File: src/dcache_defines.svh
`ifndef DCACHE_DEFINES_SVH
`define DCACHE_DEFINES_SVH

// Core and bus widths
`define DC_ADDR_WIDTH 64
`define DC_DATA_WIDTH 64

// Cache organisation
`define DC_LINE_WORDS 8
`define DC_SETS 4
`define DC_WAYS 2

// Address split, low bits first
`define DC_OFFSET_BITS 3
`define DC_WORD_BITS $clog2(`DC_LINE_WORDS)
`define DC_SET_BITS $clog2(`DC_SETS)
`define DC_TAG_BITS (`DC_ADDR_WIDTH - `DC_SET_BITS - `DC_WORD_BITS - `DC_OFFSET_BITS)

// Core access size codes
`define DC_SIZE_B 3'd1
`define DC_SIZE_H 3'd2
`define DC_SIZE_W 3'd4
`define DC_SIZE_D 3'd7

// ACE snoop code that drops a line
`define DC_SNOOP_MAKE_INVALID 4'b1101

`endif

File: src/dcache_pkg.sv
`default_nettype none

`include "dcache_defines.svh"

package dcache_pkg;

    typedef struct packed {
        logic [`DC_TAG_BITS-1:0]    tag;
        logic [`DC_SET_BITS-1:0]    set;
        logic [`DC_WORD_BITS-1:0]   word;   // Double word within the line
        logic [`DC_OFFSET_BITS-1:0] offset; // Byte within the double word
    } dc_addr_fields_t;

    // Same address word, seen flat or split into cache fields
    typedef union packed {
        logic [`DC_ADDR_WIDTH-1:0] raw;
        dc_addr_fields_t           f;
    } dc_addr_u;

    typedef enum logic [2:0] {
        SIZE_B = `DC_SIZE_B,
        SIZE_H = `DC_SIZE_H,
        SIZE_W = `DC_SIZE_W,
        SIZE_D = `DC_SIZE_D
    } dc_size_e;

    typedef struct packed {
        logic                      read;
        logic                      write;
        dc_addr_u                  address;
        dc_size_e                  size;
        logic [`DC_DATA_WIDTH-1:0] wdata;
    } dc_req_t;

    typedef struct packed {
        logic [`DC_DATA_WIDTH-1:0] rdata;
    } dc_resp_t;

    typedef logic [`DC_LINE_WORDS-1:0][`DC_DATA_WIDTH-1:0] dc_line_t;

    typedef logic [$clog2(`DC_WAYS)-1:0] dc_way_t;

    // Low byte lanes touched by an access, unknown codes select none
    function automatic logic [`DC_DATA_WIDTH-1:0] dc_size_mask(dc_size_e size);
        case (size)
            SIZE_B:  return 64'h0000_0000_0000_00ff;
            SIZE_H:  return 64'h0000_0000_0000_ffff;
            SIZE_W:  return 64'h0000_0000_ffff_ffff;
            SIZE_D:  return '1;
            default: return '0;
        endcase
    endfunction

endpackage

`default_nettype wire

File: src/axi_pkg.sv
`default_nettype none

`include "dcache_defines.svh"

package axi_pkg;

    // One full line per burst
    localparam logic [7:0] AXI_LEN_LINE   = 8'd7;
    localparam logic [2:0] AXI_SIZE_DW    = 3'd3;   // 8 bytes per beat
    localparam logic [1:0] AXI_BURST_INCR = 2'd1;

    typedef struct packed {
        logic [`DC_ADDR_WIDTH-1:0] addr;
        logic [7:0]                len;
        logic [2:0]                size;
        logic [1:0]                burst;
    } axi_ar_t;

    typedef struct packed {
        logic [`DC_ADDR_WIDTH-1:0] addr;
        logic [7:0]                len;
        logic [2:0]                size;
        logic [1:0]                burst;
    } axi_aw_t;

    typedef struct packed {
        logic [`DC_DATA_WIDTH-1:0] data;
        logic                      last;
    } axi_r_t;

    typedef struct packed {
        logic [`DC_DATA_WIDTH-1:0]   data;
        logic [`DC_DATA_WIDTH/8-1:0] strb;
        logic                        last;
    } axi_w_t;

    // Snoop address channel
    typedef struct packed {
        logic [`DC_ADDR_WIDTH-1:0] addr;
        logic [3:0]                snoop;
    } axi_ac_t;

endpackage

`default_nettype wire

File: src/dcache_axi_master.sv
`timescale 1ns/100ps
`default_nettype none

`include "dcache_defines.svh"

module dcache_axi_master
    import dcache_pkg::*;
    import axi_pkg::*;
(
    input  logic                      clock,
    input  logic                      reset,
    input  logic                      start_fill,
    input  dc_addr_u                  fill_addr,
    input  logic                      start_evict,
    input  dc_addr_u                  evict_addr,
    output logic                      fill_done,
    output logic                      evict_done,
    output logic                      beat_we,
    output logic [`DC_WORD_BITS-1:0]  beat_idx,
    output logic [`DC_DATA_WIDTH-1:0] beat_wdata,
    output logic [`DC_WORD_BITS-1:0]  ev_beat_idx,
    input  logic [`DC_DATA_WIDTH-1:0] ev_data,
    output logic                      arvalid,
    input  logic                      arready,
    output axi_ar_t                   ar,
    input  logic                      rvalid,
    output logic                      rready,
    input  axi_r_t                    r,
    output logic                      awvalid,
    input  logic                      awready,
    output axi_aw_t                   aw,
    output logic                      wvalid,
    input  logic                      wready,
    output axi_w_t                    w,
    input  logic                      bvalid,
    output logic                      bready,
    input  logic [1:0]                bresp
);

    localparam logic [`DC_WORD_BITS-1:0] LAST_BEAT = `DC_WORD_BITS'(`DC_LINE_WORDS - 1);

    typedef enum logic [2:0] {M_IDLE, M_AR, M_R, M_AW, M_W, M_B} m_state_e;

    m_state_e state_q;
    logic [`DC_WORD_BITS-1:0] beat_q;
    dc_addr_u addr_q;           // Line address of the burst in flight
    logic fill_done_q;
    logic evict_done_q;

    always_ff @(posedge clock) begin
        if (reset) begin
            state_q <= M_IDLE;
            beat_q <= '0;
            fill_done_q <= 1'b0;
            evict_done_q <= 1'b0;
        end else begin
            fill_done_q <= 1'b0;
            evict_done_q <= 1'b0;
            case (state_q)
                M_IDLE: begin
                    beat_q <= '0;
                    if (start_fill)
                        state_q <= M_AR;
                    else if (start_evict)
                        state_q <= M_AW;
                end
                M_AR: if (arready) state_q <= M_R;
                M_R: begin
                    if (rvalid) begin
                        beat_q <= beat_q + 1'b1;
                        if (beat_q == LAST_BEAT) begin
                            state_q <= M_IDLE;
                            fill_done_q <= 1'b1;
                        end
                    end
                end
                M_AW: if (awready) state_q <= M_W;
                M_W: begin
                    if (wready) begin
                        beat_q <= beat_q + 1'b1;
                        if (beat_q == LAST_BEAT)
                            state_q <= M_B;
                    end
                end
                M_B: begin
                    if (bvalid) begin   // Response code not acted on
                        state_q <= M_IDLE;
                        evict_done_q <= 1'b1;
                    end
                end
                default: state_q <= M_IDLE;
            endcase
        end
    end

    always_ff @(posedge clock) begin
        if (state_q == M_IDLE)
            addr_q <= start_fill ? fill_addr : evict_addr;
    end

    assign fill_done = fill_done_q;
    assign evict_done = evict_done_q;

    assign arvalid = state_q == M_AR;
    assign rready = state_q == M_R;
    assign awvalid = state_q == M_AW;
    assign wvalid = state_q == M_W;
    assign bready = state_q == M_B;

    assign ar = '{addr: addr_q.raw, len: AXI_LEN_LINE, size: AXI_SIZE_DW, burst: AXI_BURST_INCR};
    assign aw = '{addr: addr_q.raw, len: AXI_LEN_LINE, size: AXI_SIZE_DW, burst: AXI_BURST_INCR};
    assign w = '{data: ev_data, strb: '1, last: beat_q == LAST_BEAT};

    // Refill beats go straight into the line array
    assign beat_we = rready && rvalid;
    assign beat_idx = beat_q;
    assign beat_wdata = r.data;
    assign ev_beat_idx = beat_q;

    // Slave and master must agree on the burst length
    a_rlast_beat: assert property (@(posedge clock) disable iff (reset)
        rvalid && rready |-> r.last == (beat_q == LAST_BEAT));

    a_bresp_known: assert property (@(posedge clock) disable iff (reset)
        bvalid && bready |-> !$isunknown(bresp));

endmodule

`default_nettype wire

File: config.mk
export PLATFORM = sky130hd
export DESIGN_NAME = dcache_axi_master
export DESIGN_NICKNAME = d
export VERILOG_FILES = /design/src/dcache_pkg.sv /design/src/axi_pkg.sv /design/src/dcache_axi_master.sv
export VERILOG_INCLUDE_DIRS = /design/src
export SDC_FILE = /design/constraint.sdc
export NUM_CORES = 1
export LEC_CHECK = 0
export BUFFER_PORTS_ARGS = -buffer_cell sky130_fd_sc_hd__buf_2
export CORE_AREA = 3 3 221 223
export CTS_CLUSTER_SIZE = 40
export DETAILED_ROUTE_END_ITERATION = 8
export DIE_AREA = 0 0 224 226
export SLEW_MARGIN = 25
export SYNTH_ARGS = -nofsm -noshare
export SYNTH_HDL_FRONTEND = slang
export SYNTH_SLANG_ARGS = --single-unit
File: constraint.sdc
create_clock -name clock -period 6.1 [get_ports clock]
set_input_delay 0.61 -clock clock [delete_from_list [all_inputs] [get_ports clock]]
set_output_delay 0.61 -clock clock [all_outputs]
set_load 0.02 [all_outputs]
**After elaboration in Yosys (flattened, before gate mapping)**

Cells that the tools add are included.

- Register bits: 72
- Output and inout port bits: 305
- Logic and storage cells: 46
- Input bits: 268

- Bitwise logic cells: 3
- Add/sub/neg operators: 1
- Muxes and demuxes: 16
- Equality and inequality tests: 14
- Reduce and logical (&&, ||, !) cells: 7

Operators by type and width:

| operator | count |
|---|---|
| two-way mux 64 bit | 1 |
| two-way mux 3 bit | 11 |
| case mux 3 bit (6 select lines) | 1 |
| inequality test 2 x 1 -> 1 bit, second input constant | 5 |
| equality test 3 bit, second input constant | 3 |
| case mux 3 bit (3 select lines) | 1 |
| AND reduction 8 bit | 1 |
| equality test 3 x 2 -> 1 bit, second input constant | 2 |
| inequality test 2 bit, second input constant | 2 |
| adder 3 x 1 -> 3 bit, second input constant | 1 |
| equality test 3 x 1 -> 1 bit, second input constant | 1 |
| zero test 3 bit | 1 |
| inequality test 3 bit, second input constant | 1 |
| NOT 1 bit | 3 |
| AND reduction 3 bit | 1 |
| nonzero test 3 bit | 1 |
| OR reduction 3 bit | 1 |
| two-way mux 1 bit | 2 |
| OR reduction 2 bit | 1 |
| logical AND 1 bit | 1 |

**Longest topological paths before layout**

- Word-level depth: 4
- Depth in mapped cells: 6
- Gate-level depth less buffers: 6

**Worst setup path after synthesis**

OpenSTA, ideal clock, no wires.

- Path type: reg2reg
- Start: register state_q[0]
- End: register addr_q[0] (netlist name), enable pin
- Period minus slack after synthesis: 5.529 ns
- Path buffers: 1
- Setup time: 0.565 ns
- Cell stages (with the launch flop): 3
- Data required time: 5.535 ns
- Arrival time: 4.964 ns
- Setup slack: 0.571 ns
- Cell sequence: dfxtp_1 -> clkbuf_1 -> nor3_1

- Word-level cells in the longest chain between the ends: 1

RTL lines:

| item | line | text |
|---|---|---|
| from (decl) | dcache_axi_master.sv:44 | `m_state_e state_q;` |
| from (signal assigned) | dcache_axi_master.sv:52 | `state_q <= M_IDLE;` |
| from (signal assigned) | dcache_axi_master.sv:63 | `state_q <= M_AR;` |
| from (signal assigned) | dcache_axi_master.sv:65 | `state_q <= M_AW;` |
| zero test 3 bit | dcache_axi_master.sv:97 | `if (state_q == M_IDLE)` |
| to (signal assigned) | dcache_axi_master.sv:98 | `addr_q <= start_fill ? fill_addr : evict_addr;` |
| to (decl) | dcache_axi_master.sv:46 | `dc_addr_u addr_q;` |

Every way passes these cells.
A chain may end at the register's enable or synchronous reset.

==> impl_metrics.env <==
export IMPL_ctsResizeCount=0
export IMPL_synth_fa_ha_area_share_pct=0.511
export IMPL_crit_arrival_ps=1490
export IMPL_period_share_pct=34.5
export IMPL_drv_cap=0
export IMPL_synth_seq_cells=72
export IMPL_pwr_density_cell_nw_per_um2=494
export IMPL_crit_path_start_kind="flop"
export IMPL_yosysWarnings=0
export IMPL_yosysUniqueCellTypes=31
export IMPL_fin_skew_ps=13.1
export IMPL_netlist_top_cells_count="229 x buf_4, 64 x edfxtp_1, 64 x mux2_2, 8 x buf_2, 8 x dfxtp_1"
export IMPL_yosys_area_share_simple_pct=3.78
export IMPL_placed_cells=1108
export IMPL_die_h_um=226
export IMPL_globalRouteTotalUtil_pct=5.51
export IMPL_rsz0062_at_grt="no"
export IMPL_async_flop_share_pct=0
export IMPL_crit_fanout=5
export IMPL_setup_viol=0
export IMPL_gp_congestion=0.690
export IMPL_ir_drop_mv=0.164
export IMPL_tightest_slew_ps=964
export IMPL_slew_viol_final=0
export IMPL_synth_top_family_by_area="buffers and inverters"
export IMPL_synth_edf_count=64
export IMPL_area_delta_synth_final_pct=17.1
export IMPL_yosysTopAreaCell="edfxtp_1"
export IMPL_synth_most_common_cell="buf_4"
export IMPL_num_vias=3028
export IMPL_max_freq_mhz=475
export IMPL_io_pins=573
export IMPL_grt_first_pass_wirelength_mm=19.1
export IMPL_critPathKind="reg2out"
export IMPL_final_cell_area_um2=5740
export IMPL_placed_area_um2=5420
export IMPL_core_area_um2=46800
export IMPL_period_needed_ps=2100
export IMPL_fin_tns_setup_ps=0
export IMPL_root_buffer="clkbuf_16"
export IMPL_crit_required_ps=5490
export IMPL_avgSynthCellArea_um2=11.4
export IMPL_final_cell_count_no_fill=1124
export IMPL_cts_tree="yes"
export IMPL_cts_buffer_depth=2
export IMPL_initial_core_util_pct=10.5
export IMPL_clock_sinks=72
export IMPL_clock_latency_ps=370
export IMPL_viasPerCell=2.69
export IMPL_diodes=0
export IMPL_numCtsBuffers=9
export IMPL_drc=0
export IMPL_synth_area_um2=4900
export IMPL_dp_hpwl_mm=11.4
export IMPL_syn_instance_count=429
export IMPL_cts_htree_levels=3
export IMPL_grt_overflow=0
export IMPL_synthMuxAreaShare_pct=14.9
export IMPL_hold_violations=0
export IMPL_hold_buffers=0
export IMPL_post_cts_buffers=0
export IMPL_first_global_vias=2956
export IMPL_ys_flop_type="edfxtp_1"
export IMPL_ys_top_cells_by_area="edfxtp_1 39%, buf_4 35%, mux2_2 15%"
export IMPL_slew_headroom_pct=35.7
export IMPL_grt_max_degree=67
export IMPL_detail_route_antenna_nets=0
export IMPL_worstHoldPathType="in2reg"
export IMPL_fin_nets=782
export IMPL_drt_wl_total_mm=14.9
export IMPL_synth_compound_gate_area_share_pct=1.87
export IMPL_ys_seq_area_share_pct=42.5
export IMPL_fp_dieArea_um2=50600
export IMPL_clk_pin_slew_ps=70
export IMPL_synth_top_area_share_pct=39.3
export IMPL_die_w_um=224
export IMPL_io_buffers=279
export IMPL_antenna_found_initial=1
export IMPL_end_kind="output pin"
export IMPL_fp_row_count=79
export IMPL_leakage_nw=2.47
export IMPL_wire_per_inst_um=13.2
export IMPL_dr_first_iter_drc_count=59
export IMPL_drtPass1Iterations=4
export IMPL_drive_above_1_share_pct=70.0
export IMPL_status="completed"
export IMPL_synthXorXnorAreaFrac_pct=0
cells by family (layout without fill, tap and decap cells):
family / Yosys count / after routing
buffers and inverters: 241 / 297
flip-flops: 72 / 72
multiplexers: 65 / 65
AND/OR/NAND/NOR: 32 / 32
AO/OA/AOI/OAI: 15 / 15
adder cells (fa/ha/maj): 2 / 2
other: 2 / 34
path summary, 6_finish.rpt:
kind	slack, ps	cells past startpoint	from	end
setup reg to reg	4230	2	state_q[1]$_SDFFE_PP0P_	addr_q[63]$_DFFE_PN_
hold / removal	490	3	awready	state_q[2]$_SDFFE_PP0P_
setup / recovery	4000	3	beat_idx[0]$_SDFFE_PP0P_	w[0]
hold reg to reg	570	2	beat_idx[2]$_SDFFE_PP0P_	beat_idx[2]$_SDFFE_PP0P_
metrics by stage:
stage	hold slack, ps	power [mW]	util (%)	setup slack [ps]
after CTS	435	2.91	12.3	3900
after global placement	586	2.26	11.6	3850
final	487	2.83	12.3	4000
after detailed placement	592	2.27	11.6	3820
after global routing	474	2.99	12.3	3870
after floorplan	581	2.11	-	571
critical path, stage by stage (launching register included):
cell	delay (ps)
dfxtp_1	500
ha_1	210
ha_1	220
buf_2	190
state kept, by name, indices dropped and copies added (netlist names):
register	flops
state_q	3
evict_done	1
fill_done	1
beat_idx	3
addr_q	64
per-layer routing:
metal  GRT usage (%)  part of all wire [%]  vias up
met5               0                 0.034        -
li1                -                     -     1355
met3            3.72                    14       30
met4            3.94                   3.7        2
met2            8.16                    45      279
met1            5.55                    37     1362
final cells by class:
type / count / area, um2
repair buffers: 280 / 1410
fillers: 5331 / 41000
multi-input cells: 148 / 1160
clock inverters: 7 / 93.8
inverters: 1 / 3.75
well taps: 607 / 759
flip-flops and latches: 72 / 2080
clock buffers: 9 / 225
cell usage in the layout (no fill, tap or decap), types with 4 or more instances in the layout:
master / n
a21oi_1: 6
buf_2: 278
clkbuf_16: 9
conb_1: 34
dfxtp_1: 8
edfxtp_1: 64
mux2_2: 64
nand2_1: 5
nand2b_1: 5
nand3b_1: 4
nor2_1: 6
power by group:
group          switching, mW  total, mW  internal, mW
logic                  0.883       1.24         0.358
clock network          0.250      0.609         0.359
registers              0.150      0.982         0.832
No activity file was read; power rests on OpenSTA's default activity.
