$ cat config.mk
export PLATFORM = sky130hd
export DESIGN_NAME = dcache_ctrl
export DESIGN_NICKNAME = d
export VERILOG_FILES = /design/src/dcache_pkg.sv /design/src/axi_pkg.sv /design/src/dcache_ctrl.sv
export VERILOG_INCLUDE_DIRS = /design/src
export SDC_FILE = /design/constraint.sdc
export NUM_CORES = 1
export LEC_CHECK = 0
export BUFFER_PORTS_ARGS = -buffer_cell sky130_fd_sc_hd__buf_2
export CAP_MARGIN = 20
export CORE_AREA = 2 2 283 285
export CTS_BUF_LIST = sky130_fd_sc_hd__clkbuf_2
export DETAILED_ROUTE_END_ITERATION = 16
export DIE_AREA = 0 0 285 287
export PLACE_DENSITY = 0.3
export SLEW_MARGIN = 20
export SYNTH_ARGS = -nofsm -noshare
export SYNTH_HDL_FRONTEND = slang
export SYNTH_SLANG_ARGS = --single-unit
$ cat constraint.sdc
create_clock -name clock -period 1.7 [get_ports clock]
set_clock_uncertainty 0.05 [all_clocks]
set_input_delay 0.17 -clock clock [delete_from_list [all_inputs] [get_ports clock]]
set_output_delay 0.17 -clock clock [all_outputs]
set_load 0.1 [all_outputs]
$ cat src/dcache_defines.svh
`ifndef DCACHE_DEFINES_SVH
`define DCACHE_DEFINES_SVH

// Core and bus widths
`define DC_ADDR_WIDTH 64
`define DC_DATA_WIDTH 64

// Cache organisation
`define DC_LINE_WORDS 8
`define DC_SETS 4
`define DC_WAYS 2

// Address split, low bits first
`define DC_OFFSET_BITS 3
`define DC_WORD_BITS $clog2(`DC_LINE_WORDS)
`define DC_SET_BITS $clog2(`DC_SETS)
`define DC_TAG_BITS (`DC_ADDR_WIDTH - `DC_SET_BITS - `DC_WORD_BITS - `DC_OFFSET_BITS)

// Core access size codes
`define DC_SIZE_B 3'd1
`define DC_SIZE_H 3'd2
`define DC_SIZE_W 3'd4
`define DC_SIZE_D 3'd7

// ACE snoop code that drops a line
`define DC_SNOOP_MAKE_INVALID 4'b1101

`endif

$ cat src/dcache_pkg.sv
`default_nettype none

`include "dcache_defines.svh"

package dcache_pkg;

    typedef struct packed {
        logic [`DC_TAG_BITS-1:0]    tag;
        logic [`DC_SET_BITS-1:0]    set;
        logic [`DC_WORD_BITS-1:0]   word;   // Double word within the line
        logic [`DC_OFFSET_BITS-1:0] offset; // Byte within the double word
    } dc_addr_fields_t;

    // Same address word, seen flat or split into cache fields
    typedef union packed {
        logic [`DC_ADDR_WIDTH-1:0] raw;
        dc_addr_fields_t           f;
    } dc_addr_u;

    typedef enum logic [2:0] {
        SIZE_B = `DC_SIZE_B,
        SIZE_H = `DC_SIZE_H,
        SIZE_W = `DC_SIZE_W,
        SIZE_D = `DC_SIZE_D
    } dc_size_e;

    typedef struct packed {
        logic                      read;
        logic                      write;
        dc_addr_u                  address;
        dc_size_e                  size;
        logic [`DC_DATA_WIDTH-1:0] wdata;
    } dc_req_t;

    typedef struct packed {
        logic [`DC_DATA_WIDTH-1:0] rdata;
    } dc_resp_t;

    typedef logic [`DC_LINE_WORDS-1:0][`DC_DATA_WIDTH-1:0] dc_line_t;

    typedef logic [$clog2(`DC_WAYS)-1:0] dc_way_t;

    // Low byte lanes touched by an access, unknown codes select none
    function automatic logic [`DC_DATA_WIDTH-1:0] dc_size_mask(dc_size_e size);
        case (size)
            SIZE_B:  return 64'h0000_0000_0000_00ff;
            SIZE_H:  return 64'h0000_0000_0000_ffff;
            SIZE_W:  return 64'h0000_0000_ffff_ffff;
            SIZE_D:  return '1;
            default: return '0;
        endcase
    endfunction

endpackage

`default_nettype wire

$ cat src/axi_pkg.sv
`default_nettype none

`include "dcache_defines.svh"

package axi_pkg;

    // One full line per burst
    localparam logic [7:0] AXI_LEN_LINE   = 8'd7;
    localparam logic [2:0] AXI_SIZE_DW    = 3'd3;   // 8 bytes per beat
    localparam logic [1:0] AXI_BURST_INCR = 2'd1;

    typedef struct packed {
        logic [`DC_ADDR_WIDTH-1:0] addr;
        logic [7:0]                len;
        logic [2:0]                size;
        logic [1:0]                burst;
    } axi_ar_t;

    typedef struct packed {
        logic [`DC_ADDR_WIDTH-1:0] addr;
        logic [7:0]                len;
        logic [2:0]                size;
        logic [1:0]                burst;
    } axi_aw_t;

    typedef struct packed {
        logic [`DC_DATA_WIDTH-1:0] data;
        logic                      last;
    } axi_r_t;

    typedef struct packed {
        logic [`DC_DATA_WIDTH-1:0]   data;
        logic [`DC_DATA_WIDTH/8-1:0] strb;
        logic                        last;
    } axi_w_t;

    // Snoop address channel
    typedef struct packed {
        logic [`DC_ADDR_WIDTH-1:0] addr;
        logic [3:0]                snoop;
    } axi_ac_t;

endpackage

`default_nettype wire

$ cat src/dcache_ctrl.sv
`timescale 1ns/100ps
`default_nettype none

`include "dcache_defines.svh"

module dcache_ctrl
    import dcache_pkg::*;
    import axi_pkg::*;
(
    input  logic                      clock,
    input  logic                      reset,
    input  logic                      req_valid,
    input  dc_req_t                   req,
    output logic                      done,
    output dc_resp_t                  resp,
    output dc_addr_u                  lookup_addr,
    input  logic                      hit,
    input  dc_way_t                   hit_way,
    input  dc_way_t                   victim_way,
    input  logic                      victim_dirty,
    input  logic [`DC_TAG_BITS-1:0]   victim_tag,
    output logic                      fill,
    output logic                      mark_dirty,
    output dc_way_t                   mark_way,
    output logic [`DC_SET_BITS-1:0]   rd_set,
    output dc_way_t                   rd_way,
    output logic [`DC_WORD_BITS-1:0]  rd_word,
    input  logic [`DC_DATA_WIDTH-1:0] rd_data,
    output logic                      wr_en,
    output dc_size_e                  wr_size,
    output logic [`DC_DATA_WIDTH-1:0] wr_data,
    output logic                      start_fill,
    output logic                      start_evict,
    output dc_addr_u                  fill_addr,
    output dc_addr_u                  evict_addr,
    input  logic                      fill_done,
    input  logic                      evict_done,
    input  logic                      acvalid,
    output logic                      acready,
    input  axi_ac_t                   ac,
    output logic                      snoop_inval,
    output dc_addr_u                  snoop_addr
);

    typedef enum logic [2:0] {IDLE, LOOKUP, EVICT, FILL, COMPLETE, SNOOP} state_e;

    state_e state_q;
    state_e state_d;
    dc_way_t way_q;     // Way of the access, hit way or chosen victim

    always_comb begin
        state_d = state_q;
        case (state_q)
            IDLE: begin
                if (req_valid)
                    state_d = LOOKUP;   // Core wins over a pending snoop
                else if (acvalid)
                    state_d = SNOOP;
            end
            LOOKUP: begin
                if (hit)
                    state_d = COMPLETE;
                else if (victim_dirty)
                    state_d = EVICT;
                else
                    state_d = FILL;
            end
            EVICT: if (evict_done) state_d = FILL;
            FILL: if (fill_done) state_d = COMPLETE;
            COMPLETE: state_d = IDLE;
            SNOOP: state_d = IDLE;
            default: state_d = IDLE;
        endcase
    end

    always_ff @(posedge clock) begin
        if (reset)
            state_q <= IDLE;
        else
            state_q <= state_d;
    end

    always_ff @(posedge clock) begin
        if (state_q == LOOKUP)
            way_q <= hit ? hit_way : victim_way;
    end

    // Request is held stable by the core until done
    assign lookup_addr = req.address;

    always_comb begin
        fill_addr = req.address;
        fill_addr.f.word = '0;
        fill_addr.f.offset = '0;
        evict_addr = fill_addr;
        evict_addr.f.tag = victim_tag;
    end

    assign start_evict = state_q == LOOKUP && !hit && victim_dirty;
    assign start_fill = (state_q == LOOKUP && !hit && !victim_dirty) ||
                        (state_q == EVICT && evict_done);
    assign fill = state_q == FILL && fill_done;

    assign rd_set = req.address.f.set;
    assign rd_word = req.address.f.word;
    assign rd_way = way_q;

    assign wr_en = state_q == COMPLETE && req.write;
    assign wr_size = req.size;
    assign wr_data = req.wdata;
    assign mark_dirty = wr_en;
    assign mark_way = way_q;

    assign done = state_q == COMPLETE;
    assign resp = '{rdata: rd_data & dc_size_mask(req.size)};

    // Snoop payload is held by the interconnect until acready
    assign acready = state_q == SNOOP;
    assign snoop_inval = state_q == SNOOP && ac.snoop == `DC_SNOOP_MAKE_INVALID;
    assign snoop_addr = dc_addr_u'(ac.addr);

    // Completion answers a live request of one kind, held unchanged through the access
    a_done_req: assert property (@(posedge clock) disable iff (reset)
        done |-> req_valid && (req.read ^ req.write) && $stable(req));

endmodule

`default_nettype wire

# Yosys cells after proc, flatten, opt, wreduce, memory -nomap -nowiden
# Index checks and enable logic that the tools add are counted.
[word_totals] latch_bits=0 register_bits=4 word_cells=37 mem_bits_rw=0 out_inout_bits=402 mem_count=0 romBits=0 in_bits=331
[classes] n_mux=9 reduce_logical=12 shift=0 div_mod_pow=0 bitwise_logic=1 magnitude_cmp=0 eq_ne=13 addsub=0 n_mul=0
[ops] operator="one-hot mux 64 bit (4 select lines)" n=1
[ops] operator="AND 64 bit" n=1
[ops] operator="two-way mux 3 bit" n=5
[ops] operator="== test 3 bit (second input constant)" n=4
[ops] operator="one-hot mux 3 bit (4 select lines)" n=1
[ops] operator="== test 3 x 2 -> 1 bit (second input constant)" n=3
[ops] operator="logical AND 1 bit" n=7
[ops] operator="== test 3 x 1 -> 1 bit (second input constant)" n=2
[ops] operator="== test 4 bit (second input constant)" n=1
[ops] operator="!= test 2 bit (second input constant)" n=2
[ops] operator="logical NOT 3 bit" n=1
[ops] operator="!= test 3 bit (second input constant)" n=1
[ops] operator="AND reduction 3 bit" n=1
[ops] operator="logical NOT 1 bit" n=2
[ops] operator="two-way mux 1 bit" n=2
[ops] operator="logical OR 1 bit" n=1

# Logic depth before layout (Yosys ltp)
# Gate-level depths: netlist of the first run.
[depth] word_depth=4 mapped_depth=4 depth_no_buf=3

# Least setup slack after synthesis of the first run
# No wires, ideal clock.
[synth_path] kind="register -> output" startpoint="register state_q[1]" endpoint="output port fill" path_stages_with_launch=3 t_arrival_ns=2.727 t_required_ns=1.480 path_buffers=1 setup_slack_ns=-1.247 cell_sequence="dfxtp_1 buf_2 nor3b_1"
[synth_via] elab_chain_cells=2
[synth_lines] item="start: declaration" line_no="dcache_ctrl.sv:47" rtl="state_e state_q;"
[synth_lines] item="start signal: assignment" line_no="dcache_ctrl.sv:80" rtl="state_q <= state_d;"
[synth_lines] item="== test 3 x 2 -> 1 bit" line_no="dcache_ctrl.sv:102" rtl="assign fill = state_q == FILL && fill_done;"
[synth_lines] item="logical AND 1 bit" line_no="dcache_ctrl.sv:102"
[synth_lines] item="end: declaration" line_no="dcache_ctrl.sv:22" rtl="output logic fill,"
# No other way between the ends.

# Worst setup path in the final report of the first run
[layout_path] startpoint="register state_q[1]" endpoint="output port snoop_inval"
[layout_via] elab_chain_cells=2
[layout_lines] item="== test 3 bit" line_no="dcache_ctrl.sv:119" rtl="assign snoop_inval = state_q == SNOOP && ac.snoop == `DC_SNOOP_MAKE_INVALID;"
[layout_lines] item="logical AND 1 bit (no line)"
[layout_lines] item="end: declaration" line_no="dcache_ctrl.sv:41" rtl="output logic snoop_inval,"
# No other way between the ends.

==> flow_summary.toml, run 1 <==
[clock_tree]
cts_hold_buf = 0
cts_resized = 0
cts_buffers = 3
clock_latency_ns = 0.21
root_buffer = "clkbuf_2"
cts_buffer_depth = 2
clk_pin_slew_ns = 0.06
cts_tree = "yes"
cts.htree.levels = 1
postCtsSetupBuffers = 0
numClockSinks = 4

[cells_and_area]
diodes = 0
area_growth_pct = 25.8
fin_nets = 617
regArea_sq_um = 90.1
final_cell_count_no_fill = 1335
fillers = 9340
fin_util = 0.0520
fin_area_sq_um = 4090
multiInputGateArea_sq_um = 708
drive_above_1_share = 0.649

[die]
fp.dieH_um = 287
initial_core_util = 0.0413
design.die.area_sq_um = 81800
row_count = 103
die_w_um = 285
coreArea_sq_um = 78600
io_pins = 733

[worst_setup_path]
cp.required_ns = 1.48
crit_chain = "nor2b_1, and2_4, and4_4, buf_12"
critical-path-slowest-cell = "dfxtp_1"
crit_path_end_kind = "output port"
crit_path_start_kind = "flop"
critPathKind = "reg2out"
crit_fanout = 4
cp.arrival_ns = 1.36
slowest_delay_ns = 0.34

[logic_synthesis]
netlist.area_leader.share = 0.762
synthCells = 443
ys_types = 25
yosys.area.top_type = "buf_4"
synth_area_leaders = "buf_4, and2_1, and3_1, dfxtp_1, and3_2"
syn_area_per_cell_sq_um = 7.33
syn_area_sq_um = 3250
yosysWarnings = 0
synth.yosys.seq_area_share = 0.0277
ys_ff_latch = 4

[detailed_routing]
wirelength_mm = 13.6
drc = 0
viasPerCell = 1.47
drt_first_iter_violations = 36
num_vias = 1964
avgRoutedWirePerCell_um = 10.2
ant_nets = 0
firstDrtPassIters = 5

[placement]
globalplace.congestion = 0.726
placed_area_sq_um = 4070
dp.cells = 1331
port_buffers = 158
hpwl_mm = 12.0

[min_path]
min-delay-path-class = "in2reg"

[pwr]
power_leakage_nw = 1.40
irDropWorstVdd_mv = 0.166
p_per_area_nw_per_um2 = 432

[sta]
rsz0062_at_grt = "false"
hold_viol_final = 0
setup_violations = 0
fmax_ghz = 0.631
slew_viol_final = 0
fin_crit_sh = 0.932
min_period_ns = 1.58

[global_routing]
grt_pass1_vias = 2175
grt-ovfl-total = 0
grt_pass1_wl_mm = 17.2
antenna_found_initial = 5
grt_max_degree = 21
grt_usage = 0.0298

[outcome]
status = "complete, no violations"

[flow_run]
maxCapViolCount = 0
[cell families after synthesis]
kind of cell,synth area share
AOI/OAI and AO/OA,0.0158
xor gates and xnor gates,0.0100
buffers and inverters,0.775
DFF,0.0277
muxes,0.00347
other,0.00115
and+or+nand+nor,0.167
[synth_stat cells (all sizes together)]
cell	count
buf	332
nand3	1
conb	1
a21oi	2
and3	19
nor3	3
mux2	1
nor2b	2
inv	2
clkbuf	6
edfxtp	1
xnor2	2
a211o	1
a211oi	2
a221oi	1
a21o	1
nand2	2
and4	1
and2	50
nor2	6
dfxtp	3
nor3b	4
[cell usage in the layout (no fill, tap or decap)]
master,netlist,final
and3_1,12,11
buf_12,0,74
buf_4,330,5
nor2_1,6,6
xnor2_2,2,2
and3_4,0,1
nor2b_1,2,2
and4_4,0,1
a21oi_1,2,1
and2_1,50,49
a21o_2,1,1
dfxtp_1,3,3
a221oi_1,1,1
a21oi_4,0,1
nor3b_2,0,1
nor3_1,3,3
edfxtp_1,1,1
inv_1,2,2
a211o_1,1,1
and3_2,7,7
clkbuf_2,1,4
buf_2,2,86
conb_1,1,12
and2_4,0,1
mux2_2,1,1
a211oi_1,2,2
nand3_1,1,1
nor3b_1,4,3
nand2_1,2,2
[sequential cells by signal, summed over array words and instances (netlist names)]
name / cells
mark_way: 1
state_q: 3
[power by group]
part	switching [mW]	internal, mW
logic	1.05	0.498
clock network	0.0429	0.0622
registers	0.00854	0.112
[worst paths after layout]
check,start,end,slack (ns),cells after the start
worst max-delay path,state_q[1],snoop_inval,0.12,4
worst min-delay path,reset,state_q[1],0.10,2
worst max register to register,state_q[0],state_q[2],0.55,4
worst min register to register,state_q[2],state_q[1],0.59,2
[per-stage QoR]
stage	hold slack, ns	setup slack [ns]	power [mW]	TNS [ns]
3_5_place_dp	0.291	0.0790	1.68	0
3_3_place_gp	0.291	0.112	1.68	0
6_report	0.104	0.115	1.77	0
5_1_grt	0.0751	0.00513	1.84	0
2_1_floorplan	0.197	-0.270	4.60	-0.270
4_1_cts	0.0840	0.0758	1.79	0
[area by class of cell]
| cell class | instances | share of cell area |
|---|---|---|
| Inverter | 2 | 0.00184 |
| Timing Repair Buffer | 165 | 0.477 |
| Sequential cell | 4 | 0.0220 |
| Multi-Input combinational cell | 110 | 0.173 |
| Clock buffer | 4 | 0.00490 |
| Tap cell | 1050 | 0.321 |
[worst max-delay path, delay by kind of cell (launching register included)]
kind	cells	cell delay, ns
buffers and inverters	1	0.17
DFF	1	0.34
and+or+nand+nor	3	0.63
[layer usage]
layer  part of all wire  GRT usage  wire length [um]
met5             0.0087    0.00988               118
met4               0.17     0.0461              2300
met3               0.22     0.0267              2970
met2               0.43     0.0459              5800
met1               0.18     0.0146              2420
Power figures use the tool's default switching activity.
==> inputs of run 2 (changes only) <==
Settings changed: MAX_ROUTING_LAYER set to met4.
==> run 2 against run 1 <==
Core utilization stayed put. Sequential cell count stayed put. Non-clock buffer count unchanged. Wire length grew 0.26%. Largest cell class unchanged. Largest power group unchanged. Highest routed layer is now met4.
==> flow_summary.toml, run 2 (same netlist as run 1, synthesis figures left out) <==
[worst_setup_path]
cp.arrival_ns = 1.36
cp.required_ns = 1.48
r2r.worst_path.cells = 4
slowest_delay_ns = 0.34
crit_path_start_kind = "flop"
timing.rr.start = "state_q[0]"
crit_path_end_kind = "output port"
critical-path-slowest-cell = "dfxtp_1"
crit_chain = "nor2b_1, and2_4, and4_4, buf_12"
critPathKind = "reg2out"
crit_fanout = 4
crit_start = "state_q[1]"

[cells_and_area]
final_common_cell = "buf_2"
drive_above_1_share = 0.649
fin_area_sq_um = 4090
fin_nets = 617
layout_common_cells = "buf_2, buf_12, and2_1"
area_growth_pct = 25.8
diodes = 0
final_cell_count_no_fill = 1335
regMostFlops = "state_q"
largest_register_ffs = 3
fillers = 9340

[sta]
min_period_ns = 1.58
rsz0062_at_grt = "false"
setup_violations = 0
slew_viol_final = 0
fin_crit_sh = 0.930
fmax_ghz = 0.632
hold_viol_final = 0

[die]
row_count = 103
fp.dieH_um = 287
die_w_um = 285
coreArea_sq_um = 78600
design.die.area_sq_um = 81800
io_pins = 733
initial_core_util = 0.0413

[clock_tree]
cts_buffers = 3
root_buffer = "clkbuf_2"
cts_hold_buf = 0
numClockSinks = 4
cts.htree.levels = 1
cts_buffer_depth = 2
clock_latency_ns = 0.21
postCtsSetupBuffers = 0
clk_pin_slew_ns = 0.06
cts_resized = 0
cts_tree = "yes"

[global_routing]
grt_max_degree = 21
antenna_found_initial = 5
grt_usage = 0.0307
grt-ovfl-total = 0
grt_pass1_vias = 2159
grt_pass1_wl_mm = 17.2

[pwr]
pwr-share-comb = 0.873
power_leakage_nw = 1.40
p_per_area_nw_per_um2 = 432
p_int_uw = 671
power.switching_mw = 1.10
p_seq_frac = 0.068
power_frac_clock = 0.059
irDropWorstVdd_mv = 0.166
swShare = 0.620

[placement]
placed_area_sq_um = 4070
port_buffers = 158
dp.cells = 1331
hpwl_mm = 12.0
globalplace.congestion = 0.734

[min_path]
min-delay-path-class = "in2reg"
min-delay-start = "reset"
whs_path_depth = 2

[detailed_routing]
firstDrtPassIters = 4
num_vias = 1965
wirelength_mm = 13.6
viasPerCell = 1.47
avgRoutedWirePerCell_um = 10.2
drt_first_iter_violations = 31
ant_nets = 0
drc = 0

[flow_run]
maxCapViolCount = 0

[outcome]
status = "complete, no violations"
-- run 2: cell counts in the layout (fill, tap and decap cells not counted) --
Identical to the previous run, type by type.
-- run 2: routing by layer --
metal,share of wire,global-route usage,vias up
met5,0,-,-
met4,0.17,0.0470,0
met3,0.22,0.0267,158
met2,0.42,0.0452,378
met1,0.19,0.0157,724
li1,-,-,705
-- run 2: cell type report --
cell class | instances | area (sq um) | area share
well taps | 1050 | 1310 | 0.321
flip-flops and latches | 4 | 90.1 | 0.0220
clock buffers | 4 | 20.0 | 0.00490
repair buffers | 165 | 1950 | 0.477
inverters | 2 | 7.51 | 0.00184
multi-input cells | 110 | 708 | 0.173
-- run 2: power by group through the flow --
stage	clock [mW]	combinational, mW	sequential [mW]
3_5_place_dp	0	1.56	0.122
4_1_cts	0.113	1.56	0.121
3_3_place_gp	0	1.55	0.123
2_1_floorplan	0	4.46	0.142
6_report	0.105	1.54	0.120
5_1_grt	0.121	1.59	0.123
-- run 2: path summary, 6_finish.rpt --
check,end,slack [ns]
setup / recovery,snoop_inval,0.12
hold / removal,state_q[1],0.10
setup reg to reg,state_q[2],0.54
hold reg to reg,state_q[1],0.59
-- run 2: critical path, delay by kind of cell, from the launching register on --
family / cells / cell delay, ns
and+or+nand+nor: 3 / 0.63
DFF: 1 / 0.34
buffers and inverters: 1 / 0.17
-- run 2: per-stage QoR --
| stage | hold slack [ns] | setup TNS [ns] | power [mW] | util | setup slack [ns] |
|---|---|---|---|---|---|
| after floorplan | 0.197 | -0.270 | 4.60 | - | -0.270 |
| after global placement | 0.291 | 0 | 1.68 | 0.0518 | 0.112 |
| after detailed placement | 0.291 | 0 | 1.68 | 0.0518 | 0.0790 |
| after CTS | 0.0840 | 0 | 1.79 | 0.0520 | 0.0758 |
| after global routing | 0.0751 | 0 | 1.84 | 0.0520 | 0.00513 |
| final | 0.105 | 0 | 1.77 | 0.0520 | 0.119 |
==> inputs of run 3 (changes only) <==
Settings changed: GPL_TIMING_DRIVEN set to 0, REMOVE_ABC_BUFFERS set to 1.
==> run 3 against run 2 <==
Register-to-register slack got worse by 0.07 ns. Worst hold slack worse by 0.0036 ns. Sequential share of layout area increased by 0.83 points. Count of clock-buffer cells in the layout did not move. Largest cell class is now tap cells. Wire length rose to 6.4 times the previous value.
==> flow_summary.toml, run 3 (same netlist as run 1, synthesis figures left out) <==
[clock_tree]
clk_pin_slew_ns = 0.05
cts_hold_buf = 0
numClockSinks = 4
cts_tree = "yes"
cts.htree.levels = 1
clock_latency_ns = 0.21
root_buffer = "clkbuf_2"
cts_buffers = 3
cts_buffer_depth = 2

[detailed_routing]
drt_first_iter_violations = 73
drc = 0
avgRoutedWirePerCell_um = 65.4
firstDrtPassIters = 4
num_vias = 2538
ant_nets = 0
wirelength_mm = 87.1
viasPerCell = 1.91

[sta]
slew_viol_final = 0
min_period_ns = 1.62
fin_crit_sh = 0.954
fmax_ghz = 0.617
finalWorstSetupSlack_ns = 0.0783
setup_violations = 0
hold_viol_final = 0
rsz0062_at_grt = "false"
finalHoldWorstSlack_ns = 0.101
setup_tns_ns = 0

[pwr]
p_per_area_nw_per_um2 = 480
power_leakage_nw = 1.15
irDropWorstVdd_mv = 0.234
finalPower_mw = 1.50

[min_path]
min-delay-path-class = "in2reg"

[outcome]
status = "complete, no violations"

[placement]
globalplace.congestion = 1.02
dpl_worst_slack_ns = -0.468
hpwl_mm = 84.7
port_buffers = 158

[die]
coreArea_sq_um = 78600
fp.dieH_um = 287
design.die.area_sq_um = 81800
row_count = 103
io_pins = 733
initial_core_util = 0.0413
die_w_um = 285

[cells_and_area]
regMostFlops = "state_q"
layout_common_cells = "buf_2, and2_1, clkbuf_4"
area_growth_pct = -3.47
fin_nets = 614
drive_above_1_share = 0.645
largest_register_ffs = 3
final_common_cell = "buf_2"
diodes = 0

[worst_setup_path]
cp.required_ns = 1.48
crit_path_start_kind = "input port"
cp.arrival_ns = 1.40
crit_fanout = 8
critPathKind = "in2out"
crit_path_end_kind = "output port"

[global_routing]
grt_pass1_wl_mm = 92.8
antenna_found_initial = 1
grt_pass1_vias = 2320
grt_usage = 0.211
grt_max_degree = 33
grt-ovfl-total = 0

[flow_run]
maxCapViolCount = 0
-- run 3: final timing paths --
kind	start	to	slack, ns	depth (start not counted)
max	req[64]	resp[7]	0.08	7
min	reset	state_q[1]	0.10	2
max reg2reg	state_q[1]	state_q[2]	0.47	3
min reg2reg	state_q[1]	state_q[2]	0.59	1
-- run 3: where the power goes --
group          internal, mW  switching, mW
registers             0.114         0.0284
logic                 0.267          0.989
clock network        0.0622         0.0438
-- run 3: layout make-up --
class	count	area (sq um)
Fill cell	9460	75500
Tap cell	1050	1310
Timing Repair Buffer	162	980
Multi-Input combinational cell	110	721
Sequential cell	4	95.1
Clock buffer	4	20.0
Inverter	2	7.51
-- run 3: what timing repair did --
action / 4_1_cts / 5_1_grt
buffers inserted: 3 / 1
resized for setup: 31 / 36
pin swaps: 2 / 1
setup endpoints to repair: 70 / 35
-- run 3: metal layers --
layer  vias to the layer above  routed length (um)  global-route usage
met1                       849                7470              0.0479
met3                        25               33400               0.371
met5                         -                   0                   -
met4                         0                1570              0.0266
li1                        697                   -                   -
met2                       967               44700               0.382
-- run 3: worst max-delay path, stage by stage --
cell and delay, ns:
buf_2 0.16, xnor2_4 0.16, buf_4 0.16, xnor2_4 0.17, buf_12 0.15, and2_1 0.13
buf_4 0.28
-- run 3: stage by stage --
| stage | util | std cells | area, sq um |
|---|---|---|---|
| after floorplan | - | 116 | 779 |
| after global placement | 0.0367 | 1324 | 2880 |
| after detailed placement | 0.0367 | 1324 | 2880 |
| after CTS | 0.0386 | 1331 | 3040 |
| after global routing | 0.0399 | 1332 | 3140 |
| final | 0.0399 | 1332 | 3140 |
